### src/volley_settings.svh
`ifndef VOLLEY_SETTINGS_SVH
`define VOLLEY_SETTINGS_SVH

// ----------------------------------------------------------
// court geometry in screen pixels
// ----------------------------------------------------------
`define NET_X          512    // net position, the ground left of it is player 1's half
`define GROUND_Y       750    // ball lower edge at or below this touches the ground
`define BALL_R         12     // ball half size
`define PLAYER_Y       640    // top edge of both players
`define PLAYER_W       40     // player half width

// ----------------------------------------------------------
// rules of the rally
// ----------------------------------------------------------
`define TOUCH_LIMIT    4      // this many consecutive touches is a fault
`define HOLDOFF_CYCLES 16     // contacts ignored for this long after a counted touch
`define WIN_SCORE      15     // first player to this score ends the game

`endif

### src/volley_geom_pkg.sv
package volley_geom_pkg;

   // ----------------------------------------------------------
   // screen coordinates
   // ----------------------------------------------------------
   localparam int COORD_W = 12;

   typedef logic [COORD_W-1:0] coord_t;   // one pixel coordinate, x or y

   // ball center as sampled from the physics side
   typedef struct packed {
      coord_t x;
      coord_t y;   // grows downward toward the ground
   } ball_pos_t;

endpackage

### src/volley_game_pkg.sv
package volley_game_pkg;

   // ----------------------------------------------------------
   // score keeping
   // ----------------------------------------------------------
   typedef logic [3:0] score_t;       // holds up to the winning score
   typedef logic [2:0] touch_cnt_t;   // consecutive touches of one player

   typedef enum logic {
      player_1,
      player_2
   } player_t;

   typedef enum logic [1:0] {
      serve_wait,    // waiting for the first touch of a rally
      rally,
      point_award,
      game_over
   } judge_state_t;

   // ----------------------------------------------------------
   // contact events from the detector to the judge
   // ----------------------------------------------------------
   typedef struct packed {
      logic p1_hit;           // single cycle pulses
      logic p2_hit;
      logic ground;
      logic landed_p2_side;   // only valid together with ground
   } contact_t;

endpackage

### src/contact_detect.sv
`include "volley_settings.svh"

module contact_detect
   import volley_geom_pkg::*;
   import volley_game_pkg::*;
(
   input  logic      clk,
   input  logic      rst,
   input  ball_pos_t ball_pos,
   input  coord_t    player1_x,
   input  coord_t    player2_x,
   output contact_t  contact
);

   // one extra bit so the box edges never wrap around
   localparam int XW = $bits(coord_t) + 1;

   localparam logic [XW-1:0] REACH_X   = XW'(`BALL_R + `PLAYER_W);
   localparam logic [XW-1:0] BALL_HALF = XW'(`BALL_R);
   localparam logic [XW-1:0] TOP_Y     = XW'(`PLAYER_Y);
   localparam logic [XW-1:0] BOTTOM_Y  = XW'(`GROUND_Y + `BALL_R);
   localparam logic [XW-1:0] FLOOR_Y   = XW'(`GROUND_Y);
   localparam coord_t        NET       = coord_t'(`NET_X);

   // bit 0 player 1, bit 1 player 2, bit 2 ground
   logic [2:0] lvl;
   logic [2:0] lvl_prev;
   logic [2:0] rise;
   logic [2:0] pulse;
   logic       side_p2;

   // ----------------------------------------------------------
   // geometric tests on the current sample
   // ----------------------------------------------------------

   // ball box against a player box reaching from PLAYER_Y to the ground
   function automatic logic player_overlap(input ball_pos_t b, input coord_t px);
      logic [XW-1:0] bx;
      logic [XW-1:0] by;
      logic [XW-1:0] pxw;
      logic          x_hit;
      logic          y_hit;
      bx    = XW'(b.x);
      by    = XW'(b.y);
      pxw   = XW'(px);
      x_hit = (bx + REACH_X >= pxw) && (pxw + REACH_X >= bx);
      y_hit = (by + BALL_HALF >= TOP_Y) && (by <= BOTTOM_Y);
      return x_hit && y_hit;
   endfunction

   always_comb begin
      lvl[0] = player_overlap(ball_pos, player1_x);
      lvl[1] = player_overlap(ball_pos, player2_x);
      lvl[2] = (XW'(ball_pos.y) + BALL_HALF >= FLOOR_Y);   // lower edge at the ground
   end

   assign rise = lvl & ~lvl_prev;

   // ----------------------------------------------------------
   // edge detection into registered pulses
   // ----------------------------------------------------------
   always_ff @(posedge clk) begin
      if (rst) begin
         lvl_prev <= '0;
         pulse    <= '0;
      end else begin
         lvl_prev <= lvl;
         pulse    <= rise;   // high for one cycle on the first true sample
      end
   end

   // landing side is captured with the ground edge and held until the next one
   always_ff @(posedge clk) begin
      if (rise[2]) begin
         side_p2 <= (ball_pos.x >= NET);
      end
   end

   assign contact = '{
      p1_hit:         pulse[0],
      p2_hit:         pulse[1],
      ground:         pulse[2],
      landed_p2_side: side_p2
   };

endmodule

### src/volley_judge.sv
`include "volley_settings.svh"

module volley_judge
   import volley_game_pkg::*;
(
   input  logic     clk,
   input  logic     rst,
   input  contact_t contact,
   output score_t   score_p1,
   output score_t   score_p2,
   output logic     point,
   output player_t  point_winner,
   output logic     third_touch,
   output logic     game_over
);

   localparam int                HOLD_W    = $clog2(`HOLDOFF_CYCLES + 1);
   localparam logic [HOLD_W-1:0] HOLD_LOAD = HOLD_W'(`HOLDOFF_CYCLES);
   localparam touch_cnt_t        TOUCH_MAX = touch_cnt_t'(`TOUCH_LIMIT);
   localparam score_t            SCORE_WIN = score_t'(`WIN_SCORE);

   judge_state_t      state;
   judge_state_t      state_nxt;
   touch_cnt_t        touch_p1;
   touch_cnt_t        touch_p1_nxt;
   touch_cnt_t        touch_p2;
   touch_cnt_t        touch_p2_nxt;
   logic [HOLD_W-1:0] hold_cnt;
   logic [HOLD_W-1:0] hold_nxt;
   logic              hold_idle;
   player_t           winner_pend;
   player_t           winner_nxt;
   score_t            score_p1_nxt;
   score_t            score_p2_nxt;
   logic              point_nxt;
   player_t           point_winner_nxt;
   logic              third_nxt;
   logic              game_over_nxt;

   assign hold_idle = (hold_cnt == '0);

   // ----------------------------------------------------------
   // state and control registers
   // ----------------------------------------------------------
   always_ff @(posedge clk) begin
      if (rst) begin
         state       <= serve_wait;
         touch_p1    <= '0;
         touch_p2    <= '0;
         hold_cnt    <= '0;
         score_p1    <= '0;
         score_p2    <= '0;
         point       <= 1'b0;
         third_touch <= 1'b0;
         game_over   <= 1'b0;
      end else begin
         state       <= state_nxt;
         touch_p1    <= touch_p1_nxt;
         touch_p2    <= touch_p2_nxt;
         hold_cnt    <= hold_nxt;
         score_p1    <= score_p1_nxt;
         score_p2    <= score_p2_nxt;
         point       <= point_nxt;
         third_touch <= third_nxt;
         game_over   <= game_over_nxt;
      end
   end

   always_ff @(posedge clk) begin
      winner_pend  <= winner_nxt;
      point_winner <= point_winner_nxt;   // only looked at while point is high
   end

   // ----------------------------------------------------------
   // rally rules
   // ----------------------------------------------------------
   always_comb begin
      state_nxt        = state;
      touch_p1_nxt     = touch_p1;
      touch_p2_nxt     = touch_p2;
      hold_nxt         = hold_idle ? hold_cnt : hold_cnt - 1'b1;
      winner_nxt       = winner_pend;
      score_p1_nxt     = score_p1;
      score_p2_nxt     = score_p2;
      point_nxt        = 1'b0;
      point_winner_nxt = point_winner;
      third_nxt        = third_touch;
      game_over_nxt    = game_over;

      case (state)
         serve_wait: begin
            // player 1 takes precedence when both touch in the same cycle
            if (contact.p1_hit) begin
               touch_p1_nxt = touch_cnt_t'(1);
               touch_p2_nxt = '0;
               hold_nxt     = HOLD_LOAD;
               state_nxt    = rally;
            end else if (contact.p2_hit) begin
               touch_p1_nxt = '0;
               touch_p2_nxt = touch_cnt_t'(1);
               hold_nxt     = HOLD_LOAD;
               state_nxt    = rally;
            end
         end

         rally: begin
            if (contact.ground) begin   // a landing beats a touch in the same cycle
               winner_nxt = contact.landed_p2_side ? player_1 : player_2;
               state_nxt  = point_award;
            end else if (hold_idle && (contact.p1_hit || contact.p2_hit)) begin
               hold_nxt = HOLD_LOAD;
               if (contact.p1_hit) begin
                  touch_p1_nxt = touch_p1 + 1'b1;
                  touch_p2_nxt = '0;
               end else begin
                  touch_p1_nxt = '0;
                  touch_p2_nxt = touch_p2 + 1'b1;
               end
               // too many touches hands the point to the other side
               if (touch_p1_nxt == TOUCH_MAX) begin
                  winner_nxt = player_2;
                  third_nxt  = 1'b1;
                  state_nxt  = point_award;
               end else if (touch_p2_nxt == TOUCH_MAX) begin
                  winner_nxt = player_1;
                  third_nxt  = 1'b1;
                  state_nxt  = point_award;
               end
            end
         end

         point_award: begin
            point_nxt        = 1'b1;
            point_winner_nxt = winner_pend;
            touch_p1_nxt     = '0;
            touch_p2_nxt     = '0;
            if (winner_pend == player_1) begin
               score_p1_nxt = score_p1 + 1'b1;
            end else begin
               score_p2_nxt = score_p2 + 1'b1;
            end
            if (score_p1_nxt == SCORE_WIN || score_p2_nxt == SCORE_WIN) begin
               state_nxt     = volley_game_pkg::game_over;
               game_over_nxt = 1'b1;
            end else begin
               state_nxt = serve_wait;
               third_nxt = 1'b0;   // the fault flag lasts until the next serve
            end
         end

         volley_game_pkg::game_over: begin
            game_over_nxt = 1'b1;   // frozen until reset
         end

         default: begin
            state_nxt = serve_wait;
         end
      endcase
   end

endmodule

### src/volley_referee_top.sv
module volley_referee_top
   import volley_geom_pkg::*;
   import volley_game_pkg::*;
(
   input  logic      clk,
   input  logic      rst,
   input  ball_pos_t ball_pos,
   input  coord_t    player1_x,
   input  coord_t    player2_x,
   output score_t    score_p1,
   output score_t    score_p2,
   output logic      point,
   output player_t   point_winner,
   output logic      third_touch,
   output logic      game_over
);

   contact_t contact;   // single cycle events into the judge

   // ----------------------------------------------------------
   // positions to contact events
   // ----------------------------------------------------------
   contact_detect contact_detect_inst (
      .clk       (clk),
      .rst       (rst),
      .ball_pos  (ball_pos),
      .player1_x (player1_x),
      .player2_x (player2_x),
      .contact   (contact)
   );

   // ----------------------------------------------------------
   // rally rules and scoring
   // ----------------------------------------------------------
   volley_judge volley_judge_inst (
      .clk          (clk),
      .rst          (rst),
      .contact      (contact),
      .score_p1     (score_p1),
      .score_p2     (score_p2),
      .point        (point),
      .point_winner (point_winner),
      .third_touch  (third_touch),
      .game_over    (game_over)
   );

endmodule

### config.mk
export PLATFORM = sky130hd
export DESIGN_NAME = volley_referee_top
export DESIGN_NICKNAME = d
export VERILOG_FILES = /design/src/volley_geom_pkg.sv /design/src/volley_game_pkg.sv /design/src/contact_detect.sv /design/src/volley_judge.sv /design/src/volley_referee_top.sv
export VERILOG_INCLUDE_DIRS = /design/src
export SDC_FILE = /design/constraint.sdc
export NUM_CORES = 1
export LEC_CHECK = 0
export BUFFER_PORTS_ARGS = -buffer_cell sky130_fd_sc_hd__buf_2
export CORE_MARGIN = 3
export CORE_UTILIZATION = 45
export DETAILED_ROUTE_END_ITERATION = 6
export PLACE_DENSITY_LB_ADDON = 0.1
export SYNTH_ARGS = -nofsm -noshare
export SYNTH_HDL_FRONTEND = slang
export SYNTH_SLANG_ARGS = --single-unit
### constraint.sdc
create_clock -name clk -period 2.28 [get_ports clk]
set_input_delay 0.228 -clock clk [delete_from_list [all_inputs] [get_ports clk]]
set_output_delay 0.228 -clock clk [all_outputs]
set_load 0.005 [all_outputs]
# Word-level counts from Yosys, hierarchy flattened
# Cells that the tools add are included.
dict set report totals {
  register_bits 33
  in_bits 50
  out_inout_bits 12
  wordCells 118
}
dict set report op_classes {
  addsub 9
  n_lt_le_gt_ge 8
  n_eq_ne 15
  n_mux 50
  n_bitwise 2
  n_reduce_logical 20
}
# operator count
set op_table {}
lappend op_table {{$ge A13 B12 Y1} 4}
lappend op_table {{$mux W3} 16}
lappend op_table {{$add A12 B6 Y13 const B} 3}
lappend op_table {{$ge A13 B10 Y1 const B} 2}
lappend op_table {{$mux W5} 5}
lappend op_table {{$pmux W3 S3} 2}
lappend op_table {{$mux W4} 4}
lappend op_table {{$mux W2} 7}
lappend op_table {{$add A12 B4 Y13 const B} 1}
lappend op_table {{$ge A12 B10 Y1 const B} 1}
lappend op_table {{$le A12 B10 Y1 const B} 1}
lappend op_table {{$mux W1} 12}
lappend op_table {{$pmux W5 S2} 1}
lappend op_table {{$add A4 B1 Y4 const B} 2}
lappend op_table {{$eq A4 B4 Y1 const B} 2}
lappend op_table {{$reduce_and A4 Y1} 2}
lappend op_table {{$add A3 B1 Y3 const B} 2}
lappend op_table {{$eq A3 B3 Y1 const B} 2}
lappend op_table {{$logic_and A1 B1 Y1} 6}
lappend op_table {{$pmux W2 S3} 1}
lappend op_table {{$reduce_bool A2 Y1} 3}
lappend op_table {{$reduce_bool A3 Y1} 2}
lappend op_table {{$logic_not A5 Y1} 1}
lappend op_table {{$reduce_and A5 Y1} 1}
lappend op_table {{other kinds (16)} 21}

# Logic depth before layout (Yosys ltp)
dict set report depth {
  word_depth 11
  depth_mapped 12
  depth_no_buf 12
}

# By module
# Synthesis repeated with hierarchy kept, for this count alone.
dict set report hier_totals {
  hier_cells 435
  hier_area_um2 3498.4
}
# mod instances cells_per_inst area_per_inst_um2 seq_area_each_um2
set by_module_without_submodules {}
lappend by_module_without_submodules {contact_detect 1 267 2053.2 150.1}
lappend by_module_without_submodules {volley_judge 1 168 1445.1 540.5}

# Worst setup path after synthesis
# OpenSTA, ideal clock, no wires.
dict set report synth_timing {
  kind {input port to flip-flop}
  from {input ball_pos[14] (netlist bit)}
  to {register contact_detect_inst.pulse[0]}
  setup_time_ps 123
  arrival_ps 1977
  required_time_ps 2157
  setup_slack_ps 180
  path_stages 10
  path_buffers 0
  path_cell_list {ha_1 -> nor3_1 -> nor2_1 -> nor2_1 -> ha_1 -> a21o_1 -> a21o_1 -> a221o_1 -> a41oi_1 -> nor3_1}
}
dict set report synth_between {
  elab_chain_len 5
  elab_cells_between_ends 6
  classes_between {add/sub: 1; order compare: 2; bitwise: 1; reduce/logical: 2}
}
# element line
set synth_rtl {}
lappend synth_rtl {{start: declaration} volley_referee_top.sv:7} ;# input ball_pos_t ball_pos,
lappend synth_rtl {{$add A12 B6 Y13} contact_detect.sv:46} ;# x_hit = (bx + REACH_X >= pxw) && (pxw + REACH_X >= bx);
lappend synth_rtl {{$ge A13 B12 Y1} contact_detect.sv:46}
lappend synth_rtl {{$logic_and A1 B1 Y1 *} contact_detect.sv:46}
lappend synth_rtl {{$logic_and A1 B1 Y1 *} contact_detect.sv:48} ;# return x_hit && y_hit;
lappend synth_rtl {{$and A3 B3 Y3 *} contact_detect.sv:57} ;# assign rise = lvl & ~lvl_prev;
lappend synth_rtl {{end signal: assignment} contact_detect.sv:68} ;# pulse <= rise;
lappend synth_rtl {{end: declaration} contact_detect.sv:29} ;# logic [2:0] pulse;
# Every way passes the cells marked *; elsewhere a longest branch is shown, timed or not.
# A chain may end at the register's enable or synchronous reset.

# Worst setup path after layout
dict set report layout_timing {
  from {register volley_judge_inst.hold_cnt[0]}
  to {register volley_judge_inst.state[0]}
}
dict set report layout_between {
  elab_chain_len 4
}
# element line
set layout_rtl {}
lappend layout_rtl {{start: declaration} volley_judge.sv:28} ;# logic [HOLD_W-1:0] hold_cnt;
lappend layout_rtl {{start signal: assignment} volley_judge.sv:60} ;# hold_cnt <= hold_nxt;
lappend layout_rtl {{$logic_not A5 Y1} volley_judge.sv:40} ;# assign hold_idle = (hold_cnt == '0);
lappend layout_rtl {{$logic_and A1 B1 Y1} volley_judge.sv:110} ;# end else if (hold_idle && (contact.p1_hit || contact.p2_hit)) begin
lappend layout_rtl {{$ne A3 B2 Y1 (no line)} -}
lappend layout_rtl {{$reduce_and A4 Y1 (no line)} -}
lappend layout_rtl {{end signal: assignment} volley_judge.sv:47} ;# state <= serve_wait;
lappend layout_rtl {{end signal: assignment} volley_judge.sv:57} ;# state <= state_nxt;
lappend layout_rtl {{end: declaration} volley_judge.sv:22} ;# judge_state_t state;
# No other way between the ends.

==> metrics.md <==
| Metric | Value |
|---|---|
| Mean routed wirelength per cell | `12.7 µm` |
| Worst Tran Pin Value | `595 ps` |
| FF+latch count, synth | `33` |
| Number of max-slew violations in the final report | `0` |
| Yosys synthesis warning count | `0` |
| Number of cells traversed by the worst register-to-register path | `8` |
| Hold Slack | `367 ps` |
| Most repeated cell in the gate-level netlist after synthesis | `sky130_fd_sc_hd__ha_1` |
| Core area | `7330 µm²` |
| Via total after detailed routing | `3241` |
| Total global-route track usage | `between 10% and 20%` |
| Worst setup slack before clock tree synthesis | `-95.2 ps` |
| Path type of the worst min-delay path | `primary input to flip-flop` |
| Number of antenna repair diodes | `0` |
| Detailed-placement wirelength estimate | `6.77 mm` |
| Synth cell types | `57` |
| Die extent in y | `between 90 and 100 µm` |
| Worst clock skew | `6.72 ps` |
| Final period demand of the worst path | `2130 ps` |
| Setup repair after global routing missed its margin | `false` |
| Worst-path clk slew | `70 ps` |
| Drt pass-1 iters | `4` |
| Final worst slack | `roughly 150 ps` |
| Internal cell power | `1.24 mW` |
| Kind of end point of the critical path | `flip-flop` |
| Synthesis-to-layout area growth | `20.7%` |
| Fraction of the yosys area taken by sequential cells | `roughly a fifth` |
| Clock tree from TritonCTS | `yes` |
| Cells after Synth | `430` |
| Initial Util | `47.0%` |
| Avg Synthesized Cell Area | `around 8 µm²` |
| Instance area after placement | `4050 µm²` |
| Maximum fanout along the worst path | `6` |
| Final design utilization | `56.7%` |
| Maximum achievable frequency | `470 MHz` |
| Clk network pwr share | `~22%` |
| Top_reg_cell synth | `sky130_fd_sc_hd__dfxtp_1` |
| Startpoint Class | `flip-flop` |
| Pwr dens | `465 nW/µm²` |
| Remaining global-route overflow | `0` |
| Area fraction of the dominant cell type after synthesis | `23.3%` |
| Startpoint-to-endpoint class of the critical path | `flip-flop to flip-flop` |
| Post-route DRC | `0` |
| Switching fraction of total power | `around 36%` |
| Number of I/O pins | `just over 60` |
| Fraction of final layout cells sized beyond drive strength 1 | `20.8%` |
| Cell area after synthesis | `3440 µm²` |
| Cell depth of the worst min-delay path | `3` |
| Post-route design area | `4150 µm²` |
| Port Buffer Count | `61` |
| Global-route wire length before repair | `13.3 mm` |
| Final setup viols | `0` |
| Reg power frac | `34.9%` |
| Final layout net count | `636` |
| Pin count of the biggest net entering global routing | `27` |
| Final GP Congestion | `0.874` |
| Period utilisation layout | `93.4%` |
| Leak pwr | `1.97 nW` |
| Final routed wirelength across all metal layers | `roughly 7.9 mm` |
| Cell types with the largest area share after synthesis | `sky130_fd_sc_hd__ha_1 (23%), sky130_fd_sc_hd__dfxtp_1 (17%), sky130_fd_sc_hd__xnor2_1 (7.9%)` |
| Syn_nets | `around 540` |
| Asr flop ratio synth | `0%` |
| Required time at the endpoint of the critical path | `2470 ps` |
| Post-synth top area cell | `sky130_fd_sc_hd__ha_1` |
| Post-detailed-route count of antenna-violating nets | `0` |
| Arrival time at the worst endpoint | `around 2300 ps` |
| Clock root cell | `sky130_fd_sc_hd__clkbuf_8` |
| Clk buf depth | `2` |
| Die outline area | `8730 µm²` |
| Switch Pwr | `695 µW` |
| Final hold violations | `0` |
| Number of global-route vias before repair | `about 3100` |
| Number of H-tree levels | `2` |
| Relative slew slack | `60.2%` |
| Width of the die | `93.5 µm` |
| Initial DRC Count | `114` |
| Status | `completed` |
| Worst skew pair latency | `280 ps` |
| Most frequent cells after synthesis | `sky130_fd_sc_hd__ha_1 (64), sky130_fd_sc_hd__inv_1 (50), sky130_fd_sc_hd__nor2_1 (43), sky130_fd_sc_hd__a21oi_1 (32), sky130_fd_sc_hd__xnor2_1 (31)` |
| TritonCTS buffer count | `5` |
| Vias per cell | `5.21` |
| Number of enable-type register cells in the synthesized netlist | `3` |
| Max-cap check violation count | `0` |
| Combinational fraction of design power | `42.8%` |
| IR drop worst, VDD | `approximately 0.24 mV` |
| # rows | `31` |
| Clock Sink Count | `33` |
| Initial antenna violation count | `0` |
-- through the flow --
stage	total power [mW]	std cells	setup TNS (ps)
detailed placement	1.49	613	-184
global placement	1.47	613	-71.7
finish	1.93	622	0
CTS	1.93	621	0
global route	2.09	622	0
floorplan	1.27	430	0
-- path summary, 6_finish.rpt --
kind / from / end / slack (ps)
setup / recovery: volley_judge_inst.hold_cnt[0]$_SDFF_PP0_ / volley_judge_inst.state[0]$_SDFFE_PP0P_ / 150
hold reg to reg: contact_detect_inst.lvl_prev[0]$_SDFF_PP0_ / contact_detect_inst.pulse[0]$_SDFF_PP0_ / 400
hold / removal: ball_pos[23] / contact_detect_inst.side_p2$_DFFE_PP_ / 370
setup reg to reg: volley_judge_inst.hold_cnt[0]$_SDFF_PP0_ / volley_judge_inst.state[0]$_SDFFE_PP0P_ / 150
-- area by class of cell --
cell class                      instances  area (µm²)
Clock buffer                            5        68.8
Clock inverter                          3        17.5
Fill cell                             715        3180
Inverter                               50         188
Multi-Input combinational cell        341        2530
Sequential cell                        33         691
Tap cell                               99         124
Timing Repair Buffer                   91         531
-- sequential cells by signal, indices dropped and copies added, names as in the netlist, 2 cells and up --
name                          flops
volley_judge_inst.score_p1        4
volley_judge_inst.state           2
volley_judge_inst.touch_p1        3
contact_detect_inst.pulse         3
volley_judge_inst.score_p2        4
volley_judge_inst.touch_p2        3
volley_judge_inst.hold_cnt        5
contact_detect_inst.lvl_prev      3
-- timing repair --
action,4_1_cts,5_1_grt
buffers inserted,0,1
setup endpoints to repair,0,2
gates resized for setup,0,4
endpoints found under the hold margin,0,0
hold buffers,0,0
-- critical path, stage by stage, from the launching register on --
cell	delay [ps]
sky130_fd_sc_hd__dfxtp_1	340
sky130_fd_sc_hd__inv_1	70
sky130_fd_sc_hd__ha_1	200
sky130_fd_sc_hd__or4b_4	550
sky130_fd_sc_hd__nor2_2	140
sky130_fd_sc_hd__o21ai_2	90
sky130_fd_sc_hd__a221oi_2	350
sky130_fd_sc_hd__nor2_1	70
sky130_fd_sc_hd__a311oi_1	240
-- power groups by stage --
stage	clock, mW	sequential [mW]	combinational [mW]
4_1_cts	0.444	0.673	0.811
6_report	0.432	0.674	0.827
5_1_grt	0.466	0.680	0.945
3_5_place_dp	0	0.686	0.809
3_3_place_gp	0	0.685	0.785
2_1_floorplan	0	0.676	0.591
-- layout by cell type, fill, tap and decap left out, types with 7 or more instances in the layout --
cell type                 instances
sky130_fd_sc_hd__o21ai_0         15
sky130_fd_sc_hd__buf_2           61
sky130_fd_sc_hd__a21o_1           7
sky130_fd_sc_hd__xnor2_1         31
sky130_fd_sc_hd__buf_4           30
sky130_fd_sc_hd__nand3_1         15
sky130_fd_sc_hd__nand2_1         25
sky130_fd_sc_hd__inv_1           50
sky130_fd_sc_hd__dfxtp_1         30
sky130_fd_sc_hd__a21oi_1         32
sky130_fd_sc_hd__nand4_1         10
sky130_fd_sc_hd__nor2_1          41
sky130_fd_sc_hd__nor3_1          13
sky130_fd_sc_hd__ha_1            64
-- layer usage --
layer | part of all wire (%) | track usage (%) | up-vias
li1 | - | - | 1714
met1 | 53 | 26.5 | 1468
met2 | 43 | 29.5 | 49
met3 | 3.1 | 2.98 | 10
met4 | 1.0 | 4.64 | 0
met5 | 0 | 0 | -
-- logic make-up (layout without fill, tap and decap cells) --
family	count (synthesis)	in the layout	synth area share, %
fa+ha+maj	64	64	23.3
compound gates	91	91	17.4
mux	5	5	1.49
buf+inv	56	149	6.69
simple gates	144	144	21.6
flops	33	33	20.1
xor+xnor	37	37	9.41
No activity file was read; power rests on OpenSTA's default activity.
